### config.mk
export PLATFORM = sky130hd
export DESIGN_NAME = kogge_mult
export DESIGN_NICKNAME = d
export VERILOG_FILES = /design/src/rtl/flow_pkg.sv /design/src/rtl/mult_pkg.sv /design/src/rtl/kogge_mult.sv /design/src/rtl/prefix_adder.sv /design/src/rtl/pp_reduce.sv /design/src/rtl/credit_fifo.sv
export SDC_FILE = /design/constraint.sdc
export NUM_CORES = 1
export LEC_CHECK = 0
export ABC_CLOCK_PERIOD_IN_PS = 11200
export BUFFER_PORTS_ARGS = -buffer_cell sky130_fd_sc_hd__buf_2
export CORE_UTILIZATION = 45
export CTS_BUF_LIST = sky130_fd_sc_hd__clkbuf_4
export DETAILED_ROUTE_END_ITERATION = 8
export PLACE_DENSITY = 0.58
export SYNTH_ARGS = -nofsm -noshare
export SYNTH_HDL_FRONTEND = slang
export SYNTH_HIERARCHICAL = 1
export SYNTH_SLANG_ARGS = --single-unit
export TNS_END_PERCENT = 5
### constraint.sdc
create_clock -name clk -period 11.2 [get_ports clk]
set_input_delay 1.12 -clock clk [delete_from_list [all_inputs] [get_ports clk]]
set_output_delay 1.12 -clock clk [all_outputs]
set_load 0.02 [all_outputs]
### src/rtl/flow_pkg.sv
`default_nettype none

package flow_pkg;

    // ==========================================================
    // queue depths and initial credit counts
    // ==========================================================

    // the upstream sender starts with one credit per operand slot.
    localparam int OPQ_DEPTH = 4;

    // pp_reduce starts with one credit per row slot.
    localparam int ROWQ_DEPTH = 2;

    // results the consumer may emit before downstream returns any.
    localparam int RES_CREDITS = 2;

    // ==========================================================
    // credit counters
    // ==========================================================
    localparam int MAX_CREDITS = (OPQ_DEPTH > ROWQ_DEPTH) ?
        ((OPQ_DEPTH > RES_CREDITS) ? OPQ_DEPTH : RES_CREDITS) :
        ((ROWQ_DEPTH > RES_CREDITS) ? ROWQ_DEPTH : RES_CREDITS);

    localparam int CREDIT_W = $clog2(MAX_CREDITS + 1);

    typedef logic [CREDIT_W-1:0] credit_t;  // holds 0 up to MAX_CREDITS.

endpackage

`default_nettype wire

### src/rtl/mult_pkg.sv
`default_nettype none

package mult_pkg;

    // ==========================================================
    // arithmetic widths
    // ==========================================================
    localparam int OPERAND_W = 16;
    localparam int PRODUCT_W = 2 * OPERAND_W;
    localparam int NUM_PP    = OPERAND_W;       // one partial product per bit of a.

    // log2 of the product width sets the depth of the prefix network.
    localparam int PREFIX_LEVELS = $clog2(PRODUCT_W);

    // ==========================================================
    // payload types
    // ==========================================================
    typedef struct packed {
        logic [OPERAND_W-1:0] a;
        logic [OPERAND_W-1:0] b;
    } operand_t;

    // redundant form of the product, the true value is sum_row + carry_row.
    typedef struct packed {
        logic [PRODUCT_W-1:0] sum_row;
        logic [PRODUCT_W-1:0] carry_row;
    } csa_rows_t;

    typedef logic [PRODUCT_W-1:0] product_t;

endpackage

`default_nettype wire
### src/rtl/kogge_mult.sv
`default_nettype none

module kogge_mult (
    input  logic               clk,
    input  logic               rst_n,

    input  logic               in_valid,
    input  mult_pkg::operand_t in_data,
    output logic               in_credit,

    output logic               out_valid,
    output mult_pkg::product_t out_data,
    input  logic               out_credit
);

    logic                op_avail;
    logic                op_pop;
    mult_pkg::operand_t  op_data;

    logic                row_push;
    mult_pkg::csa_rows_t rows;
    logic                row_credit;
    logic                row_avail;
    logic                row_pop;
    mult_pkg::csa_rows_t row_data;

    // ==========================================================
    // operand queue, reduction, row queue, final adder
    // ==========================================================
    credit_fifo #(
        .payload_t (mult_pkg::operand_t),
        .DEPTH     (flow_pkg::OPQ_DEPTH)
    ) opq (
        .clk       (clk),
        .rst_n     (rst_n),
        .push      (in_valid),
        .push_data (in_data),
        .avail     (op_avail),
        .pop       (op_pop),
        .pop_data  (op_data),
        .credit    (in_credit)      // credits go straight back to the sender.
    );

    pp_reduce reduce (
        .clk        (clk),
        .rst_n      (rst_n),
        .op_avail   (op_avail),
        .op_data    (op_data),
        .op_pop     (op_pop),
        .row_push   (row_push),
        .rows       (rows),
        .row_credit (row_credit)
    );

    credit_fifo #(
        .payload_t (mult_pkg::csa_rows_t),
        .DEPTH     (flow_pkg::ROWQ_DEPTH)
    ) rowq (
        .clk       (clk),
        .rst_n     (rst_n),
        .push      (row_push),
        .push_data (rows),
        .avail     (row_avail),
        .pop       (row_pop),
        .pop_data  (row_data),
        .credit    (row_credit)
    );

    prefix_adder merge (
        .clk        (clk),
        .rst_n      (rst_n),
        .row_avail  (row_avail),
        .row_data   (row_data),
        .row_pop    (row_pop),
        .out_valid  (out_valid),
        .out_data   (out_data),
        .out_credit (out_credit)
    );

endmodule

`default_nettype wire

### src/rtl/prefix_adder.sv
`default_nettype none

module prefix_adder (
    input  logic                clk,
    input  logic                rst_n,

    // read side of the row queue.
    input  logic                row_avail,
    input  mult_pkg::csa_rows_t row_data,
    output logic                row_pop,

    // result port toward the consumer.
    output logic                out_valid,
    output mult_pkg::product_t  out_data,
    input  logic                out_credit
);

    // gen[k] and prop[k] hold the group terms after k prefix levels.
    logic [mult_pkg::PRODUCT_W-1:0] gen  [mult_pkg::PREFIX_LEVELS+1];
    logic [mult_pkg::PRODUCT_W-1:0] prop [mult_pkg::PREFIX_LEVELS+1];

    mult_pkg::product_t sum;
    flow_pkg::credit_t  credit_cnt;

    // ==========================================================
    // Kogge-Stone network
    // ==========================================================
    assign gen[0]  = row_data.sum_row & row_data.carry_row;
    assign prop[0] = row_data.sum_row ^ row_data.carry_row;

    for (genvar k = 0; k < mult_pkg::PREFIX_LEVELS; k++) begin : g_level
        for (genvar i = 0; i < mult_pkg::PRODUCT_W; i++) begin : g_bit
            if (i >= 2 * (1 << k)) begin : g_black
                // span still open at the bottom, keep both terms.
                assign gen[k+1][i]  = gen[k][i] | (prop[k][i] & gen[k][i-(1<<k)]);
                assign prop[k+1][i] = prop[k][i] & prop[k][i-(1<<k)];
            end else if (i >= (1 << k)) begin : g_gray
                assign gen[k+1][i]  = gen[k][i] | (prop[k][i] & gen[k][i-(1<<k)]);
                assign prop[k+1][i] = prop[k][i];   // no longer read above this level.
            end else begin : g_pass
                assign gen[k+1][i]  = gen[k][i];
                assign prop[k+1][i] = prop[k][i];
            end
        end
    end

    // gen at bit i-1 is the carry into bit i; there is no carry in.
    assign sum = prop[0] ^ {gen[mult_pkg::PREFIX_LEVELS][mult_pkg::PRODUCT_W-2:0], 1'b0};

    // ==========================================================
    // downstream credits and output register
    // ==========================================================
    // out_valid spends the credit that the pop a cycle earlier reserved.
    assign row_pop = row_avail && (credit_cnt > flow_pkg::credit_t'(out_valid));

    always_ff @(posedge clk or negedge rst_n) begin
        if (!rst_n) begin
            credit_cnt <= flow_pkg::credit_t'(flow_pkg::RES_CREDITS);
            out_valid  <= 1'b0;
        end else begin
            credit_cnt <= credit_cnt + flow_pkg::credit_t'(out_credit)
                                     - flow_pkg::credit_t'(out_valid);
            out_valid  <= row_pop;
        end
    end

    always_ff @(posedge clk) begin
        if (row_pop) begin
            out_data <= sum;
        end
    end

endmodule

`default_nettype wire

### src/rtl/pp_reduce.sv
`default_nettype none

module pp_reduce (
    input  logic                clk,
    input  logic                rst_n,

    // read side of the operand queue.
    input  logic                op_avail,
    input  mult_pkg::operand_t  op_data,
    output logic                op_pop,

    // write side of the row queue.
    output logic                row_push,
    output mult_pkg::csa_rows_t rows,
    input  logic                row_credit
);

    logic [mult_pkg::PRODUCT_W-1:0] b_ext;
    logic [mult_pkg::PRODUCT_W-1:0] pp [mult_pkg::NUM_PP];
    logic [mult_pkg::PRODUCT_W-1:0] sum_row;
    logic [mult_pkg::PRODUCT_W-1:0] carry_row;

    flow_pkg::credit_t credit_cnt;

    // ==========================================================
    // partial products
    // ==========================================================
    assign b_ext = {{(mult_pkg::PRODUCT_W - mult_pkg::OPERAND_W){1'b0}}, op_data.b};

    // bit i of a selects b, shifted up to weight i.
    for (genvar i = 0; i < mult_pkg::NUM_PP; i++) begin : g_pp
        assign pp[i] = op_data.a[i] ? (b_ext << i) : '0;
    end

    // ==========================================================
    // carry-save reduction
    // ==========================================================
    // Each layer groups the rows in threes and replaces every group with a
    // sum row and a shifted carry row. Leftover rows pass to the next layer.
    // Sixteen rows need six layers: 16, 11, 8, 6, 4, 3, 2.
    always_comb begin : csa_tree
        logic [mult_pkg::PRODUCT_W-1:0] r [mult_pkg::NUM_PP];
        logic [mult_pkg::PRODUCT_W-1:0] x;
        logic [mult_pkg::PRODUCT_W-1:0] y;
        logic [mult_pkg::PRODUCT_W-1:0] z;
        int n;
        int q;

        for (int i = 0; i < mult_pkg::NUM_PP; i++) begin
            r[i] = pp[i];
        end
        x = '0;
        y = '0;
        z = '0;
        n = mult_pkg::NUM_PP;

        for (int lv = 0; lv < mult_pkg::NUM_PP; lv++) begin
            if (n > 2) begin
                q = n / 3;
                for (int g = 0; g < mult_pkg::NUM_PP / 3; g++) begin
                    if (g < q) begin
                        x = r[3*g];
                        y = r[3*g+1];
                        z = r[3*g+2];
                        r[2*g]   = x ^ y ^ z;                           // full-adder sum.
                        r[2*g+1] = ((x & y) | (x & z) | (y & z)) << 1;  // carry, one up.
                    end
                end
                for (int j = 0; j < 2; j++) begin
                    if (j < n % 3) begin
                        r[2*q+j] = r[3*q+j];
                    end
                end
                n = 2 * q + n % 3;
            end
        end

        sum_row   = r[0];
        carry_row = r[1];
    end

    // ==========================================================
    // flow control and output register
    // ==========================================================
    // A credit is reserved by the pop and spent by the push one cycle later,
    // so a push that is still in the register counts against the pool.
    assign op_pop = op_avail && (credit_cnt > flow_pkg::credit_t'(row_push));

    always_ff @(posedge clk or negedge rst_n) begin
        if (!rst_n) begin
            credit_cnt <= flow_pkg::credit_t'(flow_pkg::ROWQ_DEPTH);
            row_push   <= 1'b0;
        end else begin
            credit_cnt <= credit_cnt + flow_pkg::credit_t'(row_credit)
                                     - flow_pkg::credit_t'(row_push);
            row_push   <= op_pop;
        end
    end

    always_ff @(posedge clk) begin
        if (op_pop) begin
            rows.sum_row   <= sum_row;
            rows.carry_row <= carry_row;
        end
    end

endmodule

`default_nettype wire

### src/rtl/credit_fifo.sv
`default_nettype none

module credit_fifo #(
    parameter type payload_t = logic,
    parameter int  DEPTH     = 2
) (
    input  logic     clk,
    input  logic     rst_n,

    input  logic     push,
    input  payload_t push_data,

    output logic     avail,
    input  logic     pop,
    output payload_t pop_data,

    output logic     credit     // one pulse per pop, a cycle later.
);

    localparam int PTR_W = (DEPTH > 1) ? $clog2(DEPTH) : 1;
    localparam int CNT_W = $clog2(DEPTH + 1);

    payload_t mem [DEPTH];

    logic [PTR_W-1:0] wr_ptr;
    logic [PTR_W-1:0] rd_ptr;
    logic [CNT_W-1:0] count;

    // ==========================================================
    // storage
    // ==========================================================
    // the writer holds a credit for every push, so there is always room.
    always_ff @(posedge clk) begin
        if (push) begin
            mem[wr_ptr] <= push_data;
        end
    end

    assign pop_data = mem[rd_ptr];
    assign avail    = (count != '0);

    // ==========================================================
    // pointers, occupancy and credit return
    // ==========================================================
    always_ff @(posedge clk or negedge rst_n) begin
        if (!rst_n) begin
            wr_ptr <= '0;
            rd_ptr <= '0;
            count  <= '0;
            credit <= 1'b0;
        end else begin
            if (push) begin
                wr_ptr <= (wr_ptr == PTR_W'(DEPTH - 1)) ? '0 : wr_ptr + 1'b1;
            end
            if (pop) begin
                rd_ptr <= (rd_ptr == PTR_W'(DEPTH - 1)) ? '0 : rd_ptr + 1'b1;
            end
            count  <= count + CNT_W'(push) - CNT_W'(pop);
            credit <= pop;  // the freed slot goes back to the writer.
        end
    end

endmodule

`default_nettype wire

; Word-level counts from Yosys, hierarchy flattened
; Memory sizes are Yosys's and may differ from the RTL's.
; Index checks and enable logic that the tools add are counted.
[op_classes]
add_sub_neg = 12
order_cmp = 2
n_eq_ne = 2
mux = 24
bitwise = 443
reduce_logical = 4
[op_table]
columns = op, count
row1 = AND 31 bit, 40
row2 = bitwise OR 31 bit, 26
row3 = XOR 32 bit, 23
row4 = AND 1 bit, 218
row5 = bitwise OR 1 bit, 124
row6 = XOR 32 x 18 -> 32 bit, 1
row7 = XOR 32 x 21 -> 32 bit, 1
row8 = XOR 32 x 24 -> 32 bit, 1
row9 = XOR 32 x 27 -> 32 bit, 1
row10 = XOR 32 x 31 -> 32 bit, 1
row11 = two-way mux 31 bit, 1
row12 = bitwise OR 29 x 31 -> 31 bit, 1
row13 = bitwise OR 31 x 30 -> 31 bit, 1
row14 = AND 28 x 30 -> 30 bit, 1
row15 = AND 29 x 30 -> 30 bit, 1
row16 = two-way mux 30 bit, 1
row17 = XOR 29 x 30 -> 30 bit, 1
row18 = AND 28 x 29 -> 29 bit, 1
row19 = two-way mux 29 bit, 1
row20 = XOR 28 x 29 -> 29 bit, 1
row21 = two-way mux 28 bit, 1
row22 = two-way mux 27 bit, 1
row23 = two-way mux 26 bit, 1
row24 = two-way mux 25 bit, 1
row25 = 22 further kinds, 37
[word_totals]
regBits = 114
ram_bits = 254
input_bits = 36
wordCells = 502
memories = 2
[memory_table]
columns = name, depth, word_bits, read_ports, rd_ports_with_merged_regs, wr, line_no
row1 = opq.mem, 4, 32, 1, 0, 1, credit_fifo.sv:23  ; payload_t mem [DEPTH];
row2 = rowq.mem, 2, 63, 1, 0, 1, credit_fifo.sv:23

; Depth between registers and ports, before layout
; Gate-level depths: netlist (run 1).
; An unclocked memory read counts as a cell.
[logic_depth]
depth_word = 20
depth_mapped = 16
mapped_depth_nobuf = 13

; Modules after synthesis
; The synthesis (run 1) kept the hierarchy.
[modules_own_cells]
columns = module, instances, cells_per_inst, area_per_inst_um2
row1 = pp_reduce, 1, 787, 8800.9
row2 = credit_fifo (opq), 1, 204, 5097.4
row3 = credit_fifo (rowq), 1, 214, 5042.3
row4 = prefix_adder, 1, 314, 2974.1

; Least setup slack after synthesis (run 1)
; OpenSTA, ideal clock, no wires.
[synth_timing]
path_type = reg2reg
from = register opq.rd_ptr[0]
to = register, netlist name reduce/rows[49]
setup_ns = 0.269
arrival_time_ns = 4.452
required_ns = 10.931
setup_slack_ns = 6.479
path_stages_with_launch = 14
n_path_buf = 3
synth_period_minus_slack_ns = 4.721
path_cell_list = dfrtp_1 -> buf_6 -> buf_12 -> mux4_2 -> buf_6 -> and2_1 -> fa_1 -> inv_1 -> fa_1 -> fa_1 -> fa_1 -> fa_1 -> inv_1 -> fa_1
[synth_lines]
columns = item, line_no
row1 = from (decl), credit_fifo.sv:26  ; logic [PTR_W-1:0] rd_ptr;
row2 = from (signal assigned), credit_fifo.sv:56  ; rd_ptr <= (rd_ptr == PTR_W'(DEPTH - 1)) ? '0 : rd_ptr + 1'b1;

==> results of run 1 <==
-- power by group through the flow --
stage | clock [W] | combinational, W | sequential, W
final | 0.00111 | 0.00285 | 0.00190
after global routing | 0.00123 | 0.00344 | 0.00191
after CTS | 0.00116 | 0.00293 | 0.00190
after detailed placement | 0 | 0.00291 | 0.00193
after global placement | 0 | 0.00278 | 0.00192
after floorplan | 0 | 0.00205 | 0.00192
-- per-layer routing --
layer / track usage, % / wire length [um] / vias to the layer above
met2: 26.5 / 18600 / 249
met3: 5.17 / 2410 / 49
met5: 0 / 0 / -
met4: 5.56 / 615 / 0
li1: - / - / 5432
met1: 23.5 / 19000 / 5829
-- stage by stage --
step	setup slack, ns	power, W	utilization, %	std cells
2_1_floorplan	6.48	0.00398	-	1526
3_3_place_gp	5.84	0.00470	47.2	2154
3_5_place_dp	5.78	0.00484	47.2	2154
4_1_cts	5.79	0.00599	49.7	2317
5_1_grt	5.60	0.00658	49.7	2320
6_report	5.83	0.00585	49.7	2321
-- layout make-up --
| type | instances | area share, % |
|---|---|---|
| clock buffer | 144 | 4.55 |
| inverter | 197 | 3.11 |
| multi-input combinational | 899 | 41.2 |
| timing repair buffer | 78 | 1.74 |
| antenna | 4 | 0.0421 |
| sequential | 365 | 45.7 |
| clock inverter | 19 | 0.395 |
| tap | 615 | 3.24 |
-- kinds of logic after synthesis --
group,Yosys count
AO/OA/AOI/OAI,104
XOR/XNOR,35
adder cells (fa/ha/maj),303
buffers and inverters,262
flip-flops,365
multiplexers,98
other,1
AND/OR/NAND/NOR,351
-- path summary, 6_finish.rpt --
path                       depth (start not counted)  slack (ns)            start         endpoint
setup / recovery                                  11        5.83    opq/rd_ptr[0]  reduce/rows[47]
hold / removal                                     1        0.27            rst_n     opq/count[0]
setup reg to reg                                  11        5.83    opq/rd_ptr[0]  reduce/rows[47]
hold reg to reg                                    0        0.43  reduce/rows[24]  rowq/mem[1][24]
max in group asynchronous                          1       10.55            rst_n      rowq/rd_ptr
min in group clk                                   0        0.43  reduce/rows[24]  rowq/mem[1][24]
-- synth_stat cells (all sizes together) (2+ instances only) --
| master | instances | area (um2) |
|---|---|---|
| a211oi | 4 | 40.0 |
| a21o | 9 | 67.6 |
| a21oi | 36 | 184 |
| a31oi | 5 | 43.8 |
| a41oi | 3 | 33.8 |
| and2 | 132 | 837 |
| and3 | 3 | 18.8 |
| buf | 58 | 521 |
| clkbuf | 7 | 26.3 |
| dfrtp | 19 | 475 |
| dfstp | 2 | 52.6 |
| edfxtp | 344 | 10300 |
| fa | 204 | 4080 |
| ha | 99 | 1240 |
| inv | 197 | 739 |
| mux2 | 66 | 931 |
| mux4 | 32 | 736 |
| nand2 | 164 | 616 |
| nand3 | 11 | 60.1 |
| nand4 | 5 | 31.3 |
| nor2 | 20 | 75.1 |
| nor2b | 4 | 25.0 |
| nor3 | 5 | 25.0 |
| o211ai | 5 | 37.5 |
| o21a | 3 | 22.5 |
| o21ai | 20 | 100 |
| o21bai | 5 | 37.5 |
| o221ai | 2 | 23.8 |
| o311a | 2 | 20.0 |
| o31ai | 3 | 22.5 |
| xnor2 | 14 | 123 |
| xor2 | 20 | 175 |
-- state kept, by name, indices dropped and copies added (netlist names), 2 cells and up --
register	flops
merge/credit_cnt	3
merge/out_data	32
opq/count	3
opq/mem	128
opq/rd_ptr	2
opq/wr_ptr	2
reduce/credit_cnt	3
reduce/rows	56
rowq/count	2
rowq/mem	128
-- worst register-to-register path: cells and delay by family, from the launching register on --
family | cells | cell delay, ns
AND/OR/NAND/NOR | 1 | 0.26
buffers and inverters | 3 | 0.64
adder cells (fa/ha/maj) | 6 | 2.95
multiplexers | 1 | 0.84
flip-flops | 1 | 0.42
==> results.sh, run 1 <==
export IMPL_detail_route_antenna_nets=0
export IMPL_place_hpwl_mm=28.0
export IMPL_number_of_hold_violations_in_the_final_report=0
export IMPL_postSynth_asyncResetShare_pct=5.75
export IMPL_area_growth_pct=8.51
export IMPL_internal_power_w=0.00368
export IMPL_final_setup_tns_ns=0
export IMPL_tritoncts="built"
export IMPL_clkTransAtPathRegs_ns=0.06
export IMPL_synth_area_in_compound_gates_pct=3.28
export IMPL_criticalPathCategory="reg2reg"
export IMPL_slew_viol_final=0
export IMPL_root_buffer="sky130_fd_sc_hd__clkbuf_4"
export IMPL_filler_cell_count=4189
export IMPL_ir_worst_vdd_mv=0.138
export IMPL_power_per_cell_area_mw_per_mm2=246
export IMPL_gate_count_of_the_mapped_netlist=1519
export IMPL_status="finished clean"
export IMPL_avgViaCountPerCell=4.98
export IMPL_clock_power_share_pct=18.9
export IMPL_synth_top_flop_cell="sky130_fd_sc_hd__edfxtp_1"
export IMPL_floorplan_core_area_mm2=0.0478
export IMPL_finalHoldWorstSlack_ns=0.265
export IMPL_timing_critical_path_max_delay_family="adder cells"
export IMPL_synth_edf_count=344
export IMPL_drc=0
export IMPL_grt_antenna_before_repair=2
export IMPL_clk_latency_worst_skew_pair_ns=0.82
export IMPL_final_routed_wire_length_divided_by_cell_count_um=17.5
export IMPL_finalWeightedCongestion=0.823
export IMPL_relSlewSlack_pct=28.5
export IMPL_setup_viol=0
export IMPL_ys_warnings_count=6
export IMPL_number_of_iterations_in_the_first_detailed_routing_pass=4
export IMPL_post_route_min_period_ns=5.37
export IMPL_placed_cell_area_mm2=0.0226
export IMPL_syn_mean_instance_area_um2=14.4
export IMPL_clock_skew_final_ns=0.0435
export IMPL_rows=80
export IMPL_worstSetupEndpointType="flip-flop"
export IMPL_switching_share_of_power_pct=37.1
export IMPL_final_common_cell="sky130_fd_sc_hd__edfxtp_1"
export IMPL_post_synth_xor_area_fraction_pct=1.47
export IMPL_p_sw_w=0.00217
export IMPL_comb_power_share_pct=48.7
export IMPL_worst_endpoint_required_ns=11.75
export IMPL_routed_via_count=11600
export IMPL_design_die_area_mm2=0.0496
export IMPL_critical_path_most_common_cell="sky130_fd_sc_hd__fa_1"
export IMPL_wirelength_mm=40.6
export IMPL_synth_cell_types=61
export IMPL_fmaxAchievable_ghz=0.186
export IMPL_max_stage_delay_ns=0.81
export IMPL_die_width_um=223
export IMPL_multi_input_area_mm2=0.00981
export IMPL_synth_ff_latch_count=365
export IMPL_path_buf_inv=3
export IMPL_initial_core_util_pct=45.8
export IMPL_fin_crit_sh_pct=47.9
export IMPL_drt_iter0_drc=641
export IMPL_largest_net_degree_at_the_start_of_global_routing=65
export IMPL_grt_setup_unrepaired="no"
export IMPL_cts_num_sinks=365
export IMPL_clk_path_buf_depth=3
export IMPL_postCtsSetupRepairBufs=0
export IMPL_max_cap_violations=0
export IMPL_vert_die_dim_um=223
export IMPL_grt_util_all_layers_pct=17.3
export IMPL_grt_first_pass_wirelength_mm=66.5
export IMPL_worst_ep_arrival_time_ns=5.91
export IMPL_largest_family_of_logic_cells_by_synthesized_area="adder cells"
export IMPL_fraction_of_layout_cells_with_a_size_suffix_above_1_pct=20.9
export IMPL_portBuffers=69
export IMPL_fin_nets=1978
export IMPL_synthMuxAreaShare_pct=7.60
export IMPL_grt_pass1_vias=12500
export IMPL_worstPathMaxFanout=31
export IMPL_min_delay_path_class="in2async"
export IMPL_cellLeakagePower_nw=9.41
export IMPL_layout_cell_area_non_filler_mm2=0.0238
export IMPL_yosys_area_share_simple_pct=7.93
export IMPL_floorplan_io_pins=70
export IMPL_mappedNetlistArea_mm2=0.0219
export IMPL_mostFrequentLayoutCells="sky130_fd_sc_hd__edfxtp_1, sky130_fd_sc_hd__fa_1, sky130_fd_sc_hd__inv_1"
export IMPL_crit_path_top_delay_cell="sky130_fd_sc_hd__mux4_2"
export IMPL_slew_at_the_pin_closest_to_its_max_slew_limit_ns=1.07
export IMPL_grt_remaining_overflow=0
export IMPL_adder_cell_fraction_of_synth_area_pct=24.3
export IMPL_setup_worst_path_start_class="flip-flop"
export IMPL_seqCellArea_mm2=0.0109
export IMPL_cts_resized=0
export IMPL_seq_area_frac_synth_pct=49.5
export IMPL_cts_hold_buffers=0
export IMPL_cp_cell_sequence="buf_4, mux4_2, and2_1, fa_1, inv_1, fa_1, fa_1, fa_1, fa_1, inv_1, fa_1"
export IMPL_number_of_cts_inserted_buffers=98
export IMPL_power_frac_seq_pct=32.4
export IMPL_cts_htree_levels=3
(Power assumes the default switching activity.)
==> run 2: changes to the inputs <==
--- a/config.mk
+++ b/config.mk
@@ -5,12 +5,12 @@
 export SDC_FILE = /design/constraint.sdc
 export NUM_CORES = 1
 export LEC_CHECK = 0
-export ABC_CLOCK_PERIOD_IN_PS = 11200
+export ABC_CLOCK_PERIOD_IN_PS = 4400
 export BUFFER_PORTS_ARGS = -buffer_cell sky130_fd_sc_hd__buf_2
 export CORE_UTILIZATION = 45
 export CTS_BUF_LIST = sky130_fd_sc_hd__clkbuf_4
 export DETAILED_ROUTE_END_ITERATION = 8
-export PLACE_DENSITY = 0.58
+export PLACE_DENSITY = 0.6
 export SYNTH_ARGS = -nofsm -noshare
 export SYNTH_HDL_FRONTEND = slang
 export SYNTH_HIERARCHICAL = 1
==> constraint.sdc (replaced) <==
create_clock -name clk -period 4.4 [get_ports clk]
set_input_delay 0.44 -clock clk [delete_from_list [all_inputs] [get_ports clk]]
set_output_delay 0.44 -clock clk [all_outputs]
set_load 0.02 [all_outputs]
==> run 2 against run 1 <==
The flow now finishes with violations (negative setup slack). Critical path type unchanged. Clock skew is 0.019 ns higher. Power grew to 2.5 times the previous value. Hold slack worse by 0.12 ns. Non-clock buffer count is 103 higher. Global-route usage is 0.14 points lower. Sequential share of layout area is 1.8 points lower. Combinational power grew to 2.6 times the previous value. Sequential power grew to 2.5 times the previous value. Via count is 2.1% higher. Die area stayed put. Core utilization is 2.1 points higher. Critical endpoint is now reduce/rows[48]. Clock power is 140% higher.
==> results.sh, run 2 (synthesis gave the netlist of run 1 again) <==
export IMPL_status="complete, but fails checks"
export IMPL_failing_checks="negative setup slack"
export IMPL_cts_htree_levels=3
export IMPL_clkTransAtPathRegs_ns=0.06
export IMPL_layout_top_registers="opq/mem (128), rowq/mem (128), reduce/rows (56)"
export IMPL_grt_first_pass_wirelength_mm=66.6
export IMPL_critical_path_most_common_cell="sky130_fd_sc_hd__fa_1"
export IMPL_routed_via_count=11800
export IMPL_tritoncts="built"
export IMPL_detail_route_antenna_nets=0
export IMPL_floorplan_core_area_mm2=0.0478
export IMPL_portBuffers=69
export IMPL_filler_cell_count=4149
export IMPL_grt_setup_unrepaired="yes"
export IMPL_root_buffer="sky130_fd_sc_hd__clkbuf_4"
export IMPL_grt_util_all_layers_pct=17.1
export IMPL_drt_iter0_drc=596
export IMPL_setup_viol=43
export IMPL_clock_skew_final_ns=0.0625
export IMPL_worst_ep_arrival_time_ns=5.33
export IMPL_place_ws_ns=-0.421
export IMPL_grt_antenna_before_repair=1
export IMPL_initial_core_util_pct=45.8
export IMPL_layout_cell_area_non_filler_mm2=0.0248
export IMPL_post_route_min_period_ns=4.80
export IMPL_number_of_cts_inserted_buffers=94
export IMPL_design_die_area_mm2=0.0496
export IMPL_relSlewSlack_pct=26.2
export IMPL_number_of_iterations_in_the_first_detailed_routing_pass=5
export IMPL_max_cap_violations=0
export IMPL_mostFrequentLayoutCells="sky130_fd_sc_hd__edfxtp_1, sky130_fd_sc_hd__inv_1, sky130_fd_sc_hd__fa_1"
export IMPL_place_hpwl_mm=29.3
export IMPL_criticalPathCategory="reg2reg"
export IMPL_die_width_um=223
export IMPL_min_delay_path_class="in2async"
export IMPL_final_setup_worst_slack_ns=-0.402
export IMPL_max_stage_delay_ns=0.66
export IMPL_ir_worst_vdd_mv=0.479
export IMPL_vert_die_dim_um=223
export IMPL_finalWeightedCongestion=0.918
export IMPL_wirelength_mm=39.9
export IMPL_cp_cell_sequence="buf_12, mux4_2, and2_4, fa_1, inv_1, fa_1, fa_1, fa_1, fa_1, inv_1, fa_1"
export IMPL_largest_net_degree_at_the_start_of_global_routing=61
export IMPL_area_growth_pct=13.0
export IMPL_worstSetupPathDepth=11
export IMPL_fmaxAchievable_ghz=0.208
export IMPL_slew_viol_final=0
export IMPL_placed_cell_area_mm2=0.0231
export IMPL_r2r_slack_ns=-0.40
export IMPL_power_per_cell_area_mw_per_mm2=600
export IMPL_grt_remaining_overflow=0
export IMPL_cts_num_sinks=365
export IMPL_worstPathMaxFanout=15
export IMPL_timing_critical_path_max_delay_family="adder cells"
export IMPL_number_of_hold_violations_in_the_final_report=0
export IMPL_worst_endpoint_required_ns=4.93
export IMPL_fin_crit_sh_pct=109
export IMPL_crit_reg2reg_capture="reduce/rows[48]"
export IMPL_total_power_w=0.0149
export IMPL_floorplan_io_pins=70
export IMPL_reg2reg_from="opq/rd_ptr[0]"
export IMPL_grt_pass1_vias=12900
export IMPL_avgViaCountPerCell=4.88
export IMPL_drc=0
export IMPL_depth_of_the_worst_register_to_register_path=11
export IMPL_final_common_cell="sky130_fd_sc_hd__edfxtp_1"
export IMPL_cellLeakagePower_nw=9.89
export IMPL_worstSetupEndpointType="flip-flop"
export IMPL_clk_latency_worst_skew_pair_ns=0.81
export IMPL_postLayoutCoreUtil_pct=51.8
export IMPL_final_routed_wire_length_divided_by_cell_count_um=16.5
export IMPL_path_buf_inv=3
export IMPL_crit_path_top_delay_cell="sky130_fd_sc_hd__mux4_2"
export IMPL_clk_path_buf_depth=3
export IMPL_slew_at_the_pin_closest_to_its_max_slew_limit_ns=1.11
export IMPL_rows=80
export IMPL_fraction_of_layout_cells_with_a_size_suffix_above_1_pct=24.2
export IMPL_fin_nets=2077
export IMPL_setup_worst_path_start_class="flip-flop"
[run 2: routing by layer]
metal  GRT usage [%]  share of wire (%)  wire (um)  up-vias
met5               0                  0          0        -
met3            3.57                4.1       1630       58
met1            22.6                 46      18400     5900
met4            6.67                1.8        732        0
li1                -                  -          -     5630
met2            27.8                 48      19100      211
[run 2: power by group]
part | switching (W) | leakage [nW] | internal, W | total, W
logic | 0.00406 | 5.82 | 0.00327 | 0.00733
registers | 0.0000583 | 3.40 | 0.00477 | 0.00483
clock network | 0.00129 | 0.671 | 0.00141 | 0.00270
[run 2: final cells by class]
type,instances,area [um2],share of cell area [%]
Antenna cell,1,2.50,0.0101
Multi-Input combinational cell,899,9900,40.0
Tap cell,615,769,3.11
Timing Repair Buffer,181,1370,5.53
Sequential cell,365,10900,43.9
Clock buffer,130,976,3.94
Inverter,197,739,2.99
Clock inverter,28,145,0.586
[run 2: worst max path at each step]
stage,startpoint,end,slack [ns]
6_report,opq/rd_ptr[0],reduce/rows[48],-0.40
5_1_grt,opq/rd_ptr[0],reduce/rows[53],-0.56
4_1_cts,opq/rd_ptr[0],reduce/rows[48],-0.42
3_5_place_dp,opq/rd_ptr[0],reduce/rows[56],-0.42
3_3_place_gp,opq/rd_ptr[0],reduce/rows[47],-0.38
2_1_floorplan,opq/rd_ptr[0],reduce/rows[49],-0.29
[run 2: worst register-to-register path: cells and delay by family, from the launching register on]
| kind | cells | cell delay, ns |
|---|---|---|
| flip-flops | 1 | 0.42 |
| buffers and inverters | 3 | 0.29 |
| adder cells (fa/ha/maj) | 6 | 2.95 |
| multiplexers | 1 | 0.67 |
| AND/OR/NAND/NOR | 1 | 0.20 |
[run 2: metrics by stage]
stage	TNS (ns)	hold WS [ns]	cells
finish	-10.40	0.147	2416
floorplan	-4.37	0.144	1526
detailed placement	-12.82	0.429	2220
global placement	-10.98	0.425	2220
global route	-17.75	0.115	2416
CTS	-11.70	0.0447	2415
[run 2: timing repair]
action / CTS / global route
gates resized for setup: 33 / 3
gates cloned: 0 / 0
setup endpoints to repair: 47 / 48
hold endpoints to repair: 153 / 0
hold buffers: 35 / 0
pin swaps: 12 / 2
buffers inserted: 2 / 0
